===== src/logic/conv_pkg.sv =====
package conv_pkg;

    ////////////////////////////////////////////////////////////////////////////
    // Window geometry
    ////////////////////////////////////////////////////////////////////////////

    // One slice per window column, one beat per window row
    localparam int NUM_SLICES = 3;
    localparam int TAPS       = NUM_SLICES * NUM_SLICES;

    // DSP style operand and accumulator widths
    localparam int DATA_W   = 18;
    localparam int RESULT_W = 48;

    // Coefficient counter during a filter load
    localparam int COEF_CNT_W = $clog2(TAPS);

    ////////////////////////////////////////////////////////////////////////////
    // Pipeline timing
    ////////////////////////////////////////////////////////////////////////////

    // Beat to last slice sum register, and third beat to result strobe
    localparam int ACCUM_DELAY    = NUM_SLICES + 1;
    localparam int RESULT_LATENCY = NUM_SLICES + 2;

    ////////////////////////////////////////////////////////////////////////////
    // Data types
    ////////////////////////////////////////////////////////////////////////////

    typedef logic signed [DATA_W-1:0]   pix_t;
    typedef logic signed [DATA_W-1:0]   coef_t;
    typedef pix_t        [NUM_SLICES-1:0] pix_vec_t;
    typedef logic signed [RESULT_W-1:0] result_t;

    // Filter bank entry and window phase
    typedef logic [1:0] bank_sel_t;

    typedef logic [COEF_CNT_W-1:0] coef_cnt_t;

    // Phase of the first beat, entry of the first loaded coefficient
    localparam bank_sel_t PHASE_FIRST = bank_sel_t'(NUM_SLICES - 1);
    localparam coef_cnt_t COEF_LAST   = coef_cnt_t'(TAPS - 1);

    typedef enum logic [1:0] {
        IDLE,
        LOAD,
        RUN
    } ctrl_state_t;

endpackage

===== src/logic/conv_engine.sv =====
`timescale 1ns/1ps

module conv_engine
    import conv_pkg::*;
(
    input  logic     clk,
    input  logic     rst,
    input  logic     i_load_start,
    input  coef_t    i_coef,
    input  logic     i_coef_valid,
    input  pix_vec_t i_pix,
    input  logic     i_pix_valid,
    input  logic     i_restart,
    output logic     o_ready,
    output result_t  o_result,
    output logic     o_result_valid
);

    logic [NUM_SLICES-1:0] bank_shift;
    logic                  active;
    logic                  beat;
    bank_sel_t             phase;
    logic                  last;

    conv_control u_control (
        .clk          (clk),
        .rst          (rst),
        .i_load_start (i_load_start),
        .i_coef_valid (i_coef_valid),
        .o_bank_shift (bank_shift),
        .o_active     (active)
    );

    // Steps on each counted beat from the array
    phase_counter u_phase (
        .clk       (clk),
        .rst       (rst),
        .i_step    (beat),
        .i_restart (i_restart),
        .o_phase   (phase),
        .o_last    (last)
    );

    conv_array u_array (
        .clk            (clk),
        .rst            (rst),
        .i_bank_shift   (bank_shift),
        .i_coef         (i_coef),
        .i_active       (active),
        .i_pix_valid    (i_pix_valid),
        .i_pix          (i_pix),
        .i_phase        (phase),
        .i_last         (last),
        .o_beat         (beat),
        .o_result       (o_result),
        .o_result_valid (o_result_valid)
    );

    assign o_ready = active;

endmodule


===== src/logic/conv_array.sv =====
`timescale 1ns/1ps

module conv_array
    import conv_pkg::*;
(
    input  logic                  clk,
    input  logic                  rst,
    input  logic [NUM_SLICES-1:0] i_bank_shift,
    input  coef_t                 i_coef,
    input  logic                  i_active,
    input  logic                  i_pix_valid,
    input  pix_vec_t              i_pix,
    input  bank_sel_t             i_phase,
    input  logic                  i_last,
    output logic                  o_beat,
    output result_t               o_result,
    output logic                  o_result_valid
);

    logic       beat;
    logic       first_beat;
    logic       last_beat;
    logic [1:0] accum_in;
    logic [1:0] accum_out;
    logic       accum;
    logic       accum_clr;
    result_t    cascade [NUM_SLICES];
    result_t    sums    [NUM_SLICES];

    ////////////////////////////////////////////////////////////////////////////
    // Beat qualification
    ////////////////////////////////////////////////////////////////////////////

    // Beats only count while the engine is running
    assign beat       = i_pix_valid && i_active;
    assign first_beat = beat && (i_phase == PHASE_FIRST);
    assign last_beat  = beat && i_last;
    assign o_beat     = beat;

    ////////////////////////////////////////////////////////////////////////////
    // Accumulate and result timing
    ////////////////////////////////////////////////////////////////////////////

    // Arrives with the beat's sum at the last slice
    // The first-beat bit also covers windows dropped by a restart
    assign accum_in = {first_beat, beat};

    delay_line #(.T(logic [1:0]), .DEPTH(ACCUM_DELAY)) u_accum_dly (
        .clk    (clk),
        .rst    (rst),
        .i_data (accum_in),
        .o_data (accum_out)
    );

    assign accum     = accum_out[0];
    assign accum_clr = accum_out[1];

    // High in the cycle the last slice holds the full window
    delay_line #(.T(bit), .DEPTH(RESULT_LATENCY)) u_valid_dly (
        .clk    (clk),
        .rst    (rst),
        .i_data (last_beat),
        .o_data (o_result_valid)
    );

    ////////////////////////////////////////////////////////////////////////////
    // Slice cascade
    ////////////////////////////////////////////////////////////////////////////

    generate
        for (genvar d = 0; d < NUM_SLICES; d++) begin : g_slice
            if (d == 0) begin : g_head
                assign cascade[d] = '0;
            end else begin : g_link
                assign cascade[d] = sums[d-1];
            end

            macc_slice #(
                .SLICE    (d),
                .IS_ACCUM (d == NUM_SLICES - 1)
            ) u_slice (
                .clk         (clk),
                .rst         (rst),
                .i_shift     (i_bank_shift[d]),
                .i_coef      (i_coef),
                .i_sel       (i_phase),
                .i_pix       (i_pix[d]),
                .i_accum     (accum),
                .i_accum_clr (accum_clr),
                .i_cascade   (cascade[d]),
                .o_sum       (sums[d])
            );
        end
    endgenerate

    assign o_result = sums[NUM_SLICES-1];

endmodule


===== src/logic/macc_slice.sv =====
`timescale 1ns/1ps

module macc_slice
    import conv_pkg::*;
#(
    parameter int SLICE    = 0,
    parameter bit IS_ACCUM = 1'b0
) (
    input  logic      clk,
    input  logic      rst,
    input  logic      i_shift,
    input  coef_t     i_coef,
    input  bank_sel_t i_sel,
    input  pix_t      i_pix,
    input  logic      i_accum,
    input  logic      i_accum_clr,
    input  result_t   i_cascade,
    output result_t   o_sum
);

    coef_t   bank [NUM_SLICES];
    coef_t   coef_sel;
    coef_t   coef_d;
    pix_t    pix_d;
    result_t product;

    // First loaded coefficient ends up at the top entry of the bank
    always_ff @(posedge clk) begin
        if (i_shift) begin
            bank[0] <= i_coef;
            for (int k = 1; k < NUM_SLICES; k++) begin
                bank[k] <= bank[k-1];
            end
        end
    end

    // Picked on the beat itself so a reload cannot disturb beats in flight
    assign coef_sel = bank[i_sel];

    delay_line #(.T(pix_t), .DEPTH(SLICE + 1)) u_pix_dly (
        .clk    (clk),
        .rst    (rst),
        .i_data (i_pix),
        .o_data (pix_d)
    );

    delay_line #(.T(coef_t), .DEPTH(SLICE + 1)) u_coef_dly (
        .clk    (clk),
        .rst    (rst),
        .i_data (coef_sel),
        .o_data (coef_d)
    );

    always_ff @(posedge clk) begin
        product <= result_t'(pix_d) * result_t'(coef_d);
    end

    generate
        if (IS_ACCUM) begin : g_accum
            // Holds between beats, restarts from zero on a window's first beat
            always_ff @(posedge clk) begin
                if (i_accum) begin
                    o_sum <= (i_accum_clr ? result_t'(0) : o_sum) + product + i_cascade;
                end
            end
        end else begin : g_cascade
            always_ff @(posedge clk) begin
                o_sum <= product + i_cascade;
            end
        end
    endgenerate

endmodule


===== src/logic/conv_control.sv =====
`timescale 1ns/1ps

module conv_control
    import conv_pkg::*;
(
    input  logic                  clk,
    input  logic                  rst,
    input  logic                  i_load_start,
    input  logic                  i_coef_valid,
    output logic [NUM_SLICES-1:0] o_bank_shift,
    output logic                  o_active
);

    ctrl_state_t state;
    ctrl_state_t state_next;
    coef_cnt_t   coef_cnt;
    coef_cnt_t   coef_cnt_next;
    logic        coef_take;
    bank_sel_t   bank_idx;

    ////////////////////////////////////////////////////////////////////////////
    // Load and run FSM
    ////////////////////////////////////////////////////////////////////////////

    // A fresh load start in LOAD drops the strobe and restarts the count
    assign coef_take = (state == LOAD) && i_coef_valid && !i_load_start;

    always_comb begin
        state_next    = state;
        coef_cnt_next = coef_cnt;
        case (state)
            IDLE, RUN: begin
                if (i_load_start) begin
                    state_next    = LOAD;
                    coef_cnt_next = '0;
                end
            end
            LOAD: begin
                if (i_load_start) begin
                    coef_cnt_next = '0;
                end else if (coef_take) begin
                    if (coef_cnt == COEF_LAST) begin
                        state_next    = RUN;
                        coef_cnt_next = '0;
                    end else begin
                        coef_cnt_next = coef_cnt + 1'b1;
                    end
                end
            end
            default: begin
                state_next    = IDLE;
                coef_cnt_next = '0;
            end
        endcase
    end

    always_ff @(posedge clk) begin
        if (rst) begin
            state    <= IDLE;
            coef_cnt <= '0;
        end else begin
            state    <= state_next;
            coef_cnt <= coef_cnt_next;
        end
    end

    ////////////////////////////////////////////////////////////////////////////
    // Bank steering
    ////////////////////////////////////////////////////////////////////////////

    // Coefficients 0-2 go to bank 0, 3-5 to bank 1, 6-8 to bank 2
    assign bank_idx = bank_sel_t'(coef_cnt / coef_cnt_t'(NUM_SLICES));

    always_comb begin
        for (int d = 0; d < NUM_SLICES; d++) begin
            o_bank_shift[d] = coef_take && (bank_idx == bank_sel_t'(d));
        end
    end

    assign o_active = (state == RUN);

endmodule


===== src/logic/phase_counter.sv =====
`timescale 1ns/1ps

module phase_counter
    import conv_pkg::*;
(
    input  logic      clk,
    input  logic      rst,
    input  logic      i_step,
    input  logic      i_restart,
    output bank_sel_t o_phase,
    output logic      o_last
);

    ////////////////////////////////////////////////////////////////////////////
    // Beat position within a window
    ////////////////////////////////////////////////////////////////////////////

    // Runs 2, 1, 0 and wraps; restart takes priority over a step
    always_ff @(posedge clk) begin
        if (rst) begin
            o_phase <= PHASE_FIRST;
        end else if (i_restart) begin
            o_phase <= PHASE_FIRST;
        end else if (i_step) begin
            if (o_phase == '0) begin
                o_phase <= PHASE_FIRST;
            end else begin
                o_phase <= o_phase - 1'b1;
            end
        end
    end

    // Third beat of the window
    assign o_last = (o_phase == '0);

endmodule


===== src/logic/delay_line.sv =====
`timescale 1ns/1ps

module delay_line #(
    parameter type T     = logic,
    parameter int  DEPTH = 1
) (
    input  logic clk,
    input  logic rst,
    input  T     i_data,
    output T     o_data
);

    // Stage 0 takes the input, last stage drives the output
    T stages [DEPTH];

    always_ff @(posedge clk) begin
        if (rst) begin
            for (int i = 0; i < DEPTH; i++) begin
                stages[i] <= T'(0);
            end
        end else begin
            stages[0] <= i_data;
            for (int i = 1; i < DEPTH; i++) begin
                stages[i] <= stages[i-1];
            end
        end
    end

    assign o_data = stages[DEPTH-1];

endmodule


===== config.mk =====
export PLATFORM = sky130hd
export DESIGN_NAME = conv_engine
export DESIGN_NICKNAME = d
export VERILOG_FILES = /design/src/logic/conv_pkg.sv /design/src/logic/conv_engine.sv /design/src/logic/conv_array.sv /design/src/logic/macc_slice.sv /design/src/logic/conv_control.sv /design/src/logic/phase_counter.sv /design/src/logic/delay_line.sv
export SDC_FILE = /design/constraint.sdc
export NUM_CORES = 2
export LEC_CHECK = 0
export ABC_AREA = 1
export BUFFER_PORTS_ARGS = -buffer_cell sky130_fd_sc_hd__buf_2
export CAP_MARGIN = 5
export CORE_ASPECT_RATIO = 0.6
export CORE_UTILIZATION = 45
export DETAILED_ROUTE_END_ITERATION = 10
export MAX_ROUTING_LAYER = met4
export RECOVER_POWER = 50
export SLEW_MARGIN = 20
export SYNTH_ARGS = -nofsm -noshare
export SYNTH_HDL_FRONTEND = slang
export SYNTH_SLANG_ARGS = --single-unit
export TNS_END_PERCENT = 30

===== constraint.sdc =====
create_clock -name clk -period 5.4 [get_ports clk]
set_clock_uncertainty 0.1 [all_clocks]
set_input_delay 0.54 -clock clk [delete_from_list [all_inputs] [get_ports clk]]
set_output_delay 0.54 -clock clk [all_outputs]
set_load 0.05 [all_outputs]

# Word-level counts from Yosys, hierarchy flattened
# Memories as Yosys holds them, arrays and structs flattened. A register that Yosys moved wholly into a read port is not among the register bits.
# Index checks and enable logic that the tools add are counted.
# classes
n_addsub,5
mul,3
div_mod_pow,1
order_cmp,0
n_eq_ne,11
n_shift,0
muxes,50
bitwise,19
n_reduce_logical,18
# op_table
cell,count
$mux 18,12
$mul 18x18->36,3
$add 48x36->48,1
$add 48x48->48,1
$mux 48,1
$add 36x36->37,1
$reduce_or 18->1,2
$mux 2,15
$or 1x1->1,19
$mux 1,16
$mux 4,4
$logic_and 1x1->1,8
$pmux 4 s2,1
$eq 2x2->1 const B,3
$logic_not 2->1,3
$ne 2x2->1 const B,3
$add 4x1->4 const B,1
$div 4x2->4 const B,1
$eq 2x1->1 const B,2
$eq 4x4->1 const B,1
$pmux 2 s2,1
$reduce_and 4->1,1
$reduce_or 2->1,2
$ne 3x2->1 const B,1
4 further kinds,4
# totals
ff_bits,248
latch_bits,0
mem_bits_rw,391
rom_bits,0
inputBits,78
out_inout_bits,50
elab_cells,127
n_memories,11
# memory_table
name,depth,width,rd,rd_clocked_by_memory_dff,wr,line_no,text
u_array.g_slice[0].u_slice.bank,3,18,3,1,3,macc_slice.sv:21,coef_t bank [NUM_SLICES];
u_array.g_slice[1].u_slice.bank,3,18,3,1,3,macc_slice.sv:21,
u_array.g_slice[2].u_slice.bank,3,18,3,1,3,macc_slice.sv:21,
u_array.g_slice[2].u_slice.u_coef_dly.stages,3,18,3,0,3,delay_line.sv:14,T stages [DEPTH];
u_array.g_slice[2].u_slice.u_pix_dly.stages,3,18,3,0,3,delay_line.sv:14,
u_array.g_slice[1].u_slice.u_coef_dly.stages,2,18,2,0,2,delay_line.sv:14,
5 more memories,--,--,--,--,--,--,

# Longest topological paths before layout
# logic_depth
depth_word,6
depth_mapped,29
mapped_depth_nobuf,27

# Cells and area by module
# A second synthesis with hierarchy kept.
# hier_totals
hier_cells,9822
hier_area_um2,73185.2
# by_module_without_submodules
module,n_inst,cells_each,area_per_inst_um2,seq_area_each_um2
macc_slice (u_array.g_slice[2].u_slice),1,3061,22864.4,3783.6
macc_slice (u_array.g_slice[0].u_slice),1,2961,21317.9,3303.2
macc_slice (u_array.g_slice[1].u_slice),1,2916,21219.1,3303.2
delay_line (u_array.g_slice[2].u_slice.u_coef_dly ...),2,186,1689.1,1081.0
delay_line (u_array.g_slice[1].u_slice.u_coef_dly ...),2,130,1176.1,720.7
delay_line (u_array.g_slice[0].u_slice.u_coef_dly ...),2,56,521.8,360.3
conv_control,1,75,485.5,120.1
delay_line (u_array.u_accum_dly),1,25,231.5,160.2
delay_line (u_array.u_valid_dly),1,15,137.6,100.1
phase_counter,1,17,120.1,40.0
conv_array,1,8,35.0,0.0

# Least setup slack after synthesis
# No wires, ideal clock.
# synth_timing
path_kind,register to register
start,memory u_array.g_slice[1].u_slice.u_coef_dly.stages[0][22] (netlist name)
end,register u_array.g_slice[1].u_slice.product[28]
setup_time_ns,0.113
arrival_time_ns,5.453
required_ns,5.187
path_slack_ns,-0.265
path_stages_with_launch,20
n_path_buf,2
period_less_slack_ns,5.665
cell_sequence,dfxtp_1 -> clkbuf_1 -> clkbuf_1 -> nand2_1 -> fa_1 -> inv_1 -> fa_1 -> fa_1 -> fa_1 -> fa_1 -> inv_1 -> fa_1 -> inv_1 -> ha_1 -> nand2_1 -> nor2_1 -> nor3b_1 -> nand3_1 -> nand4_1 -> nand2_1
# synth_lines
element,line_no,text
"start, declared",delay_line.sv:14,
"end signal, assigned",macc_slice.sv:55,product <= result_t'(pix_d) * result_t'(coef_d);
"end, declared",macc_slice.sv:25,result_t product;

==> out/results.ini <==
[detailed_routing]
ant_nets = 0
dr.first_iter.drc_count = 3449
vias_per_cell = 4.69
wl_um = 182000
drc = 0
dr.pass1.iters = 5
post_drt_wl_per_cell_um = 16.7
via_count = 51000

[final_layout]
mostFrequentLayoutCells = inv_1, nand2_1, fa_1
drive_gt1_share_pct = 18.1
multi_input_area_sq_um = 43300
regArea_sq_um = 14900
final_cells = 10900
final_common_cell = inv_1
nNetsFinal = 10400
fill_cells = 13500
postLayoutCellArea_sq_um = 79300
areaGrowthSynthToFinish_pct = 20.9

[placement]
dp.cells = 10600
dp_hpwl_um = 152000
gp_congestion = 0.958
port_buffers = 127
placed_area_sq_um = 72600

[synthesis]
syn_inst = 8251
synth_flop_cell = dfxtp_1
async_flop_share_pct = 0
ys_seq_area_share_pct = 22.4
syn_area_per_cell_sq_um = 7.95
synth_edf_count = 210
ys_ff_latch = 630
yosysWarnings = 0
syn-cell-area_sq_um = 65600
synth_nets = 9734
synth.distinct_cells = 42

[die]
io-pin-count = 128
die_y_um = 298
dieArea_sq_um = 147000
start_util_pct = 45.4
die_w_um = 495
core_area_sq_um = 145000
fp-row-count = 108

[grt]
grt_pass1_wl_um = 289000
grt_overflow = 0
grt_max_degree = 131
antenna_found_initial = 9
grt.total_usage_pct = 25.9
first_global_vias = 52100

[power]
clockPowerShare_pct = 21.6
netSwitchingFraction_pct = 42.7
leakage_uw = 0.0444
vdd_drop_max_mv = 0.300
p_per_area_nw_per_um2 = 272
power_uw = 21600
intPower_uw = 12400
p_seq_share_pct = 27.6
p_switching_uw = 9200
combPwrFrac_pct = 50.7

[clocking]
cts_buffers = 60
cts_sinks = 630
cts_tree = built
clk_latency_ns = 0.73
clock_path_buffers = 3
clock-root-buffer = clkbuf_16
htreeDepth = 2
clk_pin_slew_ns = 0.07

[timing]
hold_violations = 0
tightest_slew_ns = 5.08
rsz0062_at_grt = yes
max_slew_margin_pct = -239
slew_violations = 155
fin_ws_ns = -0.0880
fin_crit_ns = 5.49
timing.fmax_mhz = 182
setup_viol = 7
fin_crit_sh_pct = 102

[critical_path]
cp_cell_sequence = buf_6, nand2_4, inv_4, fa_1, inv_2, fa_1, inv_2, ha_4, clkinvlp_4, buf_6, fa_1, inv_1, fa_1, inv_2, fa_1, inv_2, ha_4, a21oi_4, inv_2, a21oi_2, nand2_2, inv_1, nand3_2, xor2_2
ff2ff_setup_slack_ns = -0.09
rr_worst_depth = 24
worst_ep_arrival_time_ns = 5.93
cp_max_fo = 6
crit_path_max_incr_delay_ns = 0.56
critical_path_required_ns = 5.84
slowest_stage = fa_1
critPathLaunchType = flip-flop
crit_path_end_kind = flip-flop
reg2reg_to = u_array.g_slice[2].u_slice.product[27]
criticalPathCategory = flip-flop to flip-flop

[run_status]
violations = capacitance limit, slew limit, setup timing
status = finished with violations

[min_path]
min_path_type = input pin to flip-flop
hold_start = i_load_start
holdPathEnd = u_control.state[0]
whs_path_depth = 5

[flow_run]
cap_violations = 2

[flip-flops by register name, indices dropped and copies added (netlist names), named ones only]
name / count
u_array.u_valid_dly.stages: 5
u_control.coef_cnt: 4
u_array.g_slice.u_slice.o_sum: 121
u_array.g_slice.u_slice.product: 108
u_array.g_slice.u_slice.u_coef_dly.stages: 108
u_control.state: 2
u_array.g_slice.u_slice.bank: 162
u_array.g_slice.u_slice.u_pix_dly.stages: 108
u_phase.o_phase: 2
u_array.u_accum_dly.stages: 8
[cell type report]
cell class / count / share of cell area, %
Sequential cell: 630 / 18.8
Timing Repair Buffer: 838 / 9.09
Clock inverter: 33 / 0.516
Multi-Input combinational cell: 4878 / 54.5
Tap cell: 1925 / 3.04
Clock buffer: 81 / 2.25
Antenna cell: 6 / 0.0189
Inverter: 2481 / 11.8
[synth_stat cells (31+ instances only)]
cell / count / area (sq um)
a21oi_1: 205 / 1030
clkbuf_1: 213 / 800
dfxtp_1: 420 / 8410
edfxtp_1: 210 / 6310
fa_1: 1036 / 20700
ha_1: 369 / 4620
inv_1: 2475 / 9290
mux2_2: 54 / 608
nand2_1: 2110 / 7920
nand3_1: 175 / 876
nand4_1: 47 / 294
nor2_1: 518 / 1940
nor3_1: 31 / 155
o21ai_0: 110 / 551
xor2_1: 97 / 850
[power by group through the flow]
stage	sequential [uW]	combinational, uW	clock (uW)
global placement	6060	9140	0
detailed placement	6070	9200	0
finish	5960	10900	4670
floorplan	5820	6010	0
CTS	5960	9780	4800
global route	6000	12200	4980
[worst max path at each step]
stage                                                        end  slack [ns]  cells past startpoint
final                     u_array.g_slice[2].u_slice.product[27]       -0.09                     24
after floorplan           u_array.g_slice[1].u_slice.product[28]       -0.03                     19
after global placement    u_array.g_slice[2].u_slice.product[27]       -0.51                     21
after global routing      u_array.g_slice[2].u_slice.product[31]       -0.28                     26
after detailed placement  u_array.g_slice[2].u_slice.product[27]       -0.53                     21
after CTS                 u_array.g_slice[2].u_slice.product[27]       -0.04                     22
[layer usage]
metal  up-vias  wire [um]  track usage, %
li1      24800          -               -
met1     24700      91200            39.5
met2      1421      72800            35.4
met3       156      15400            5.88
met4         0       2610            3.76
met5         -          0               -
[worst max-delay path: cells and delay by family, from the launching register on]
| family | cells | cell delay, ns |
|---|---|---|
| XOR/XNOR | 1 | 0.18 |
| AND/OR/NAND/NOR | 3 | 0.31 |
| buffers and inverters | 11 | 0.94 |
| AO/OA/AOI/OAI | 2 | 0.30 |
| adder cells (fa/ha/maj) | 7 | 3.11 |
| flip-flops | 1 | 0.37 |
[repair_timing]
item	in CTS	in global routing
pin swaps	57	278
hold buffers	62	0
endpoints found under the setup margin	67	71
resized for setup	308	610
setup buffers	18	66
cloned	0	3
endpoints found under the hold margin	79	0
[kinds of logic after synthesis]
| family | count (synthesis) | synth area share, % |
|---|---|---|
| xor gates and xnor gates | 119 | 1.59 |
| AOI/OAI and AO/OA | 350 | 2.80 |
| DFF | 630 | 22.4 |
| buffers and inverters | 2743 | 15.7 |
| and+or+nand+nor | 2950 | 17.8 |
| muxes | 54 | 0.927 |
| adders and majority gates | 1405 | 38.7 |
[stage by stage]
step	worst slack (ns)	hold slack, ns	utilization [%]	setup TNS (ns)
floorplan	-0.0325	0.210	-	-0.0325
global placement	-0.508	0.212	50.2	-14.74
detailed placement	-0.525	0.212	50.2	-16.87
CTS	-0.0432	0.00219	53.1	-0.142
global route	-0.278	0.118	54.8	-7.51
finish	-0.0880	0.100	54.8	-0.277
No activity file was read; power rests on OpenSTA's default activity.
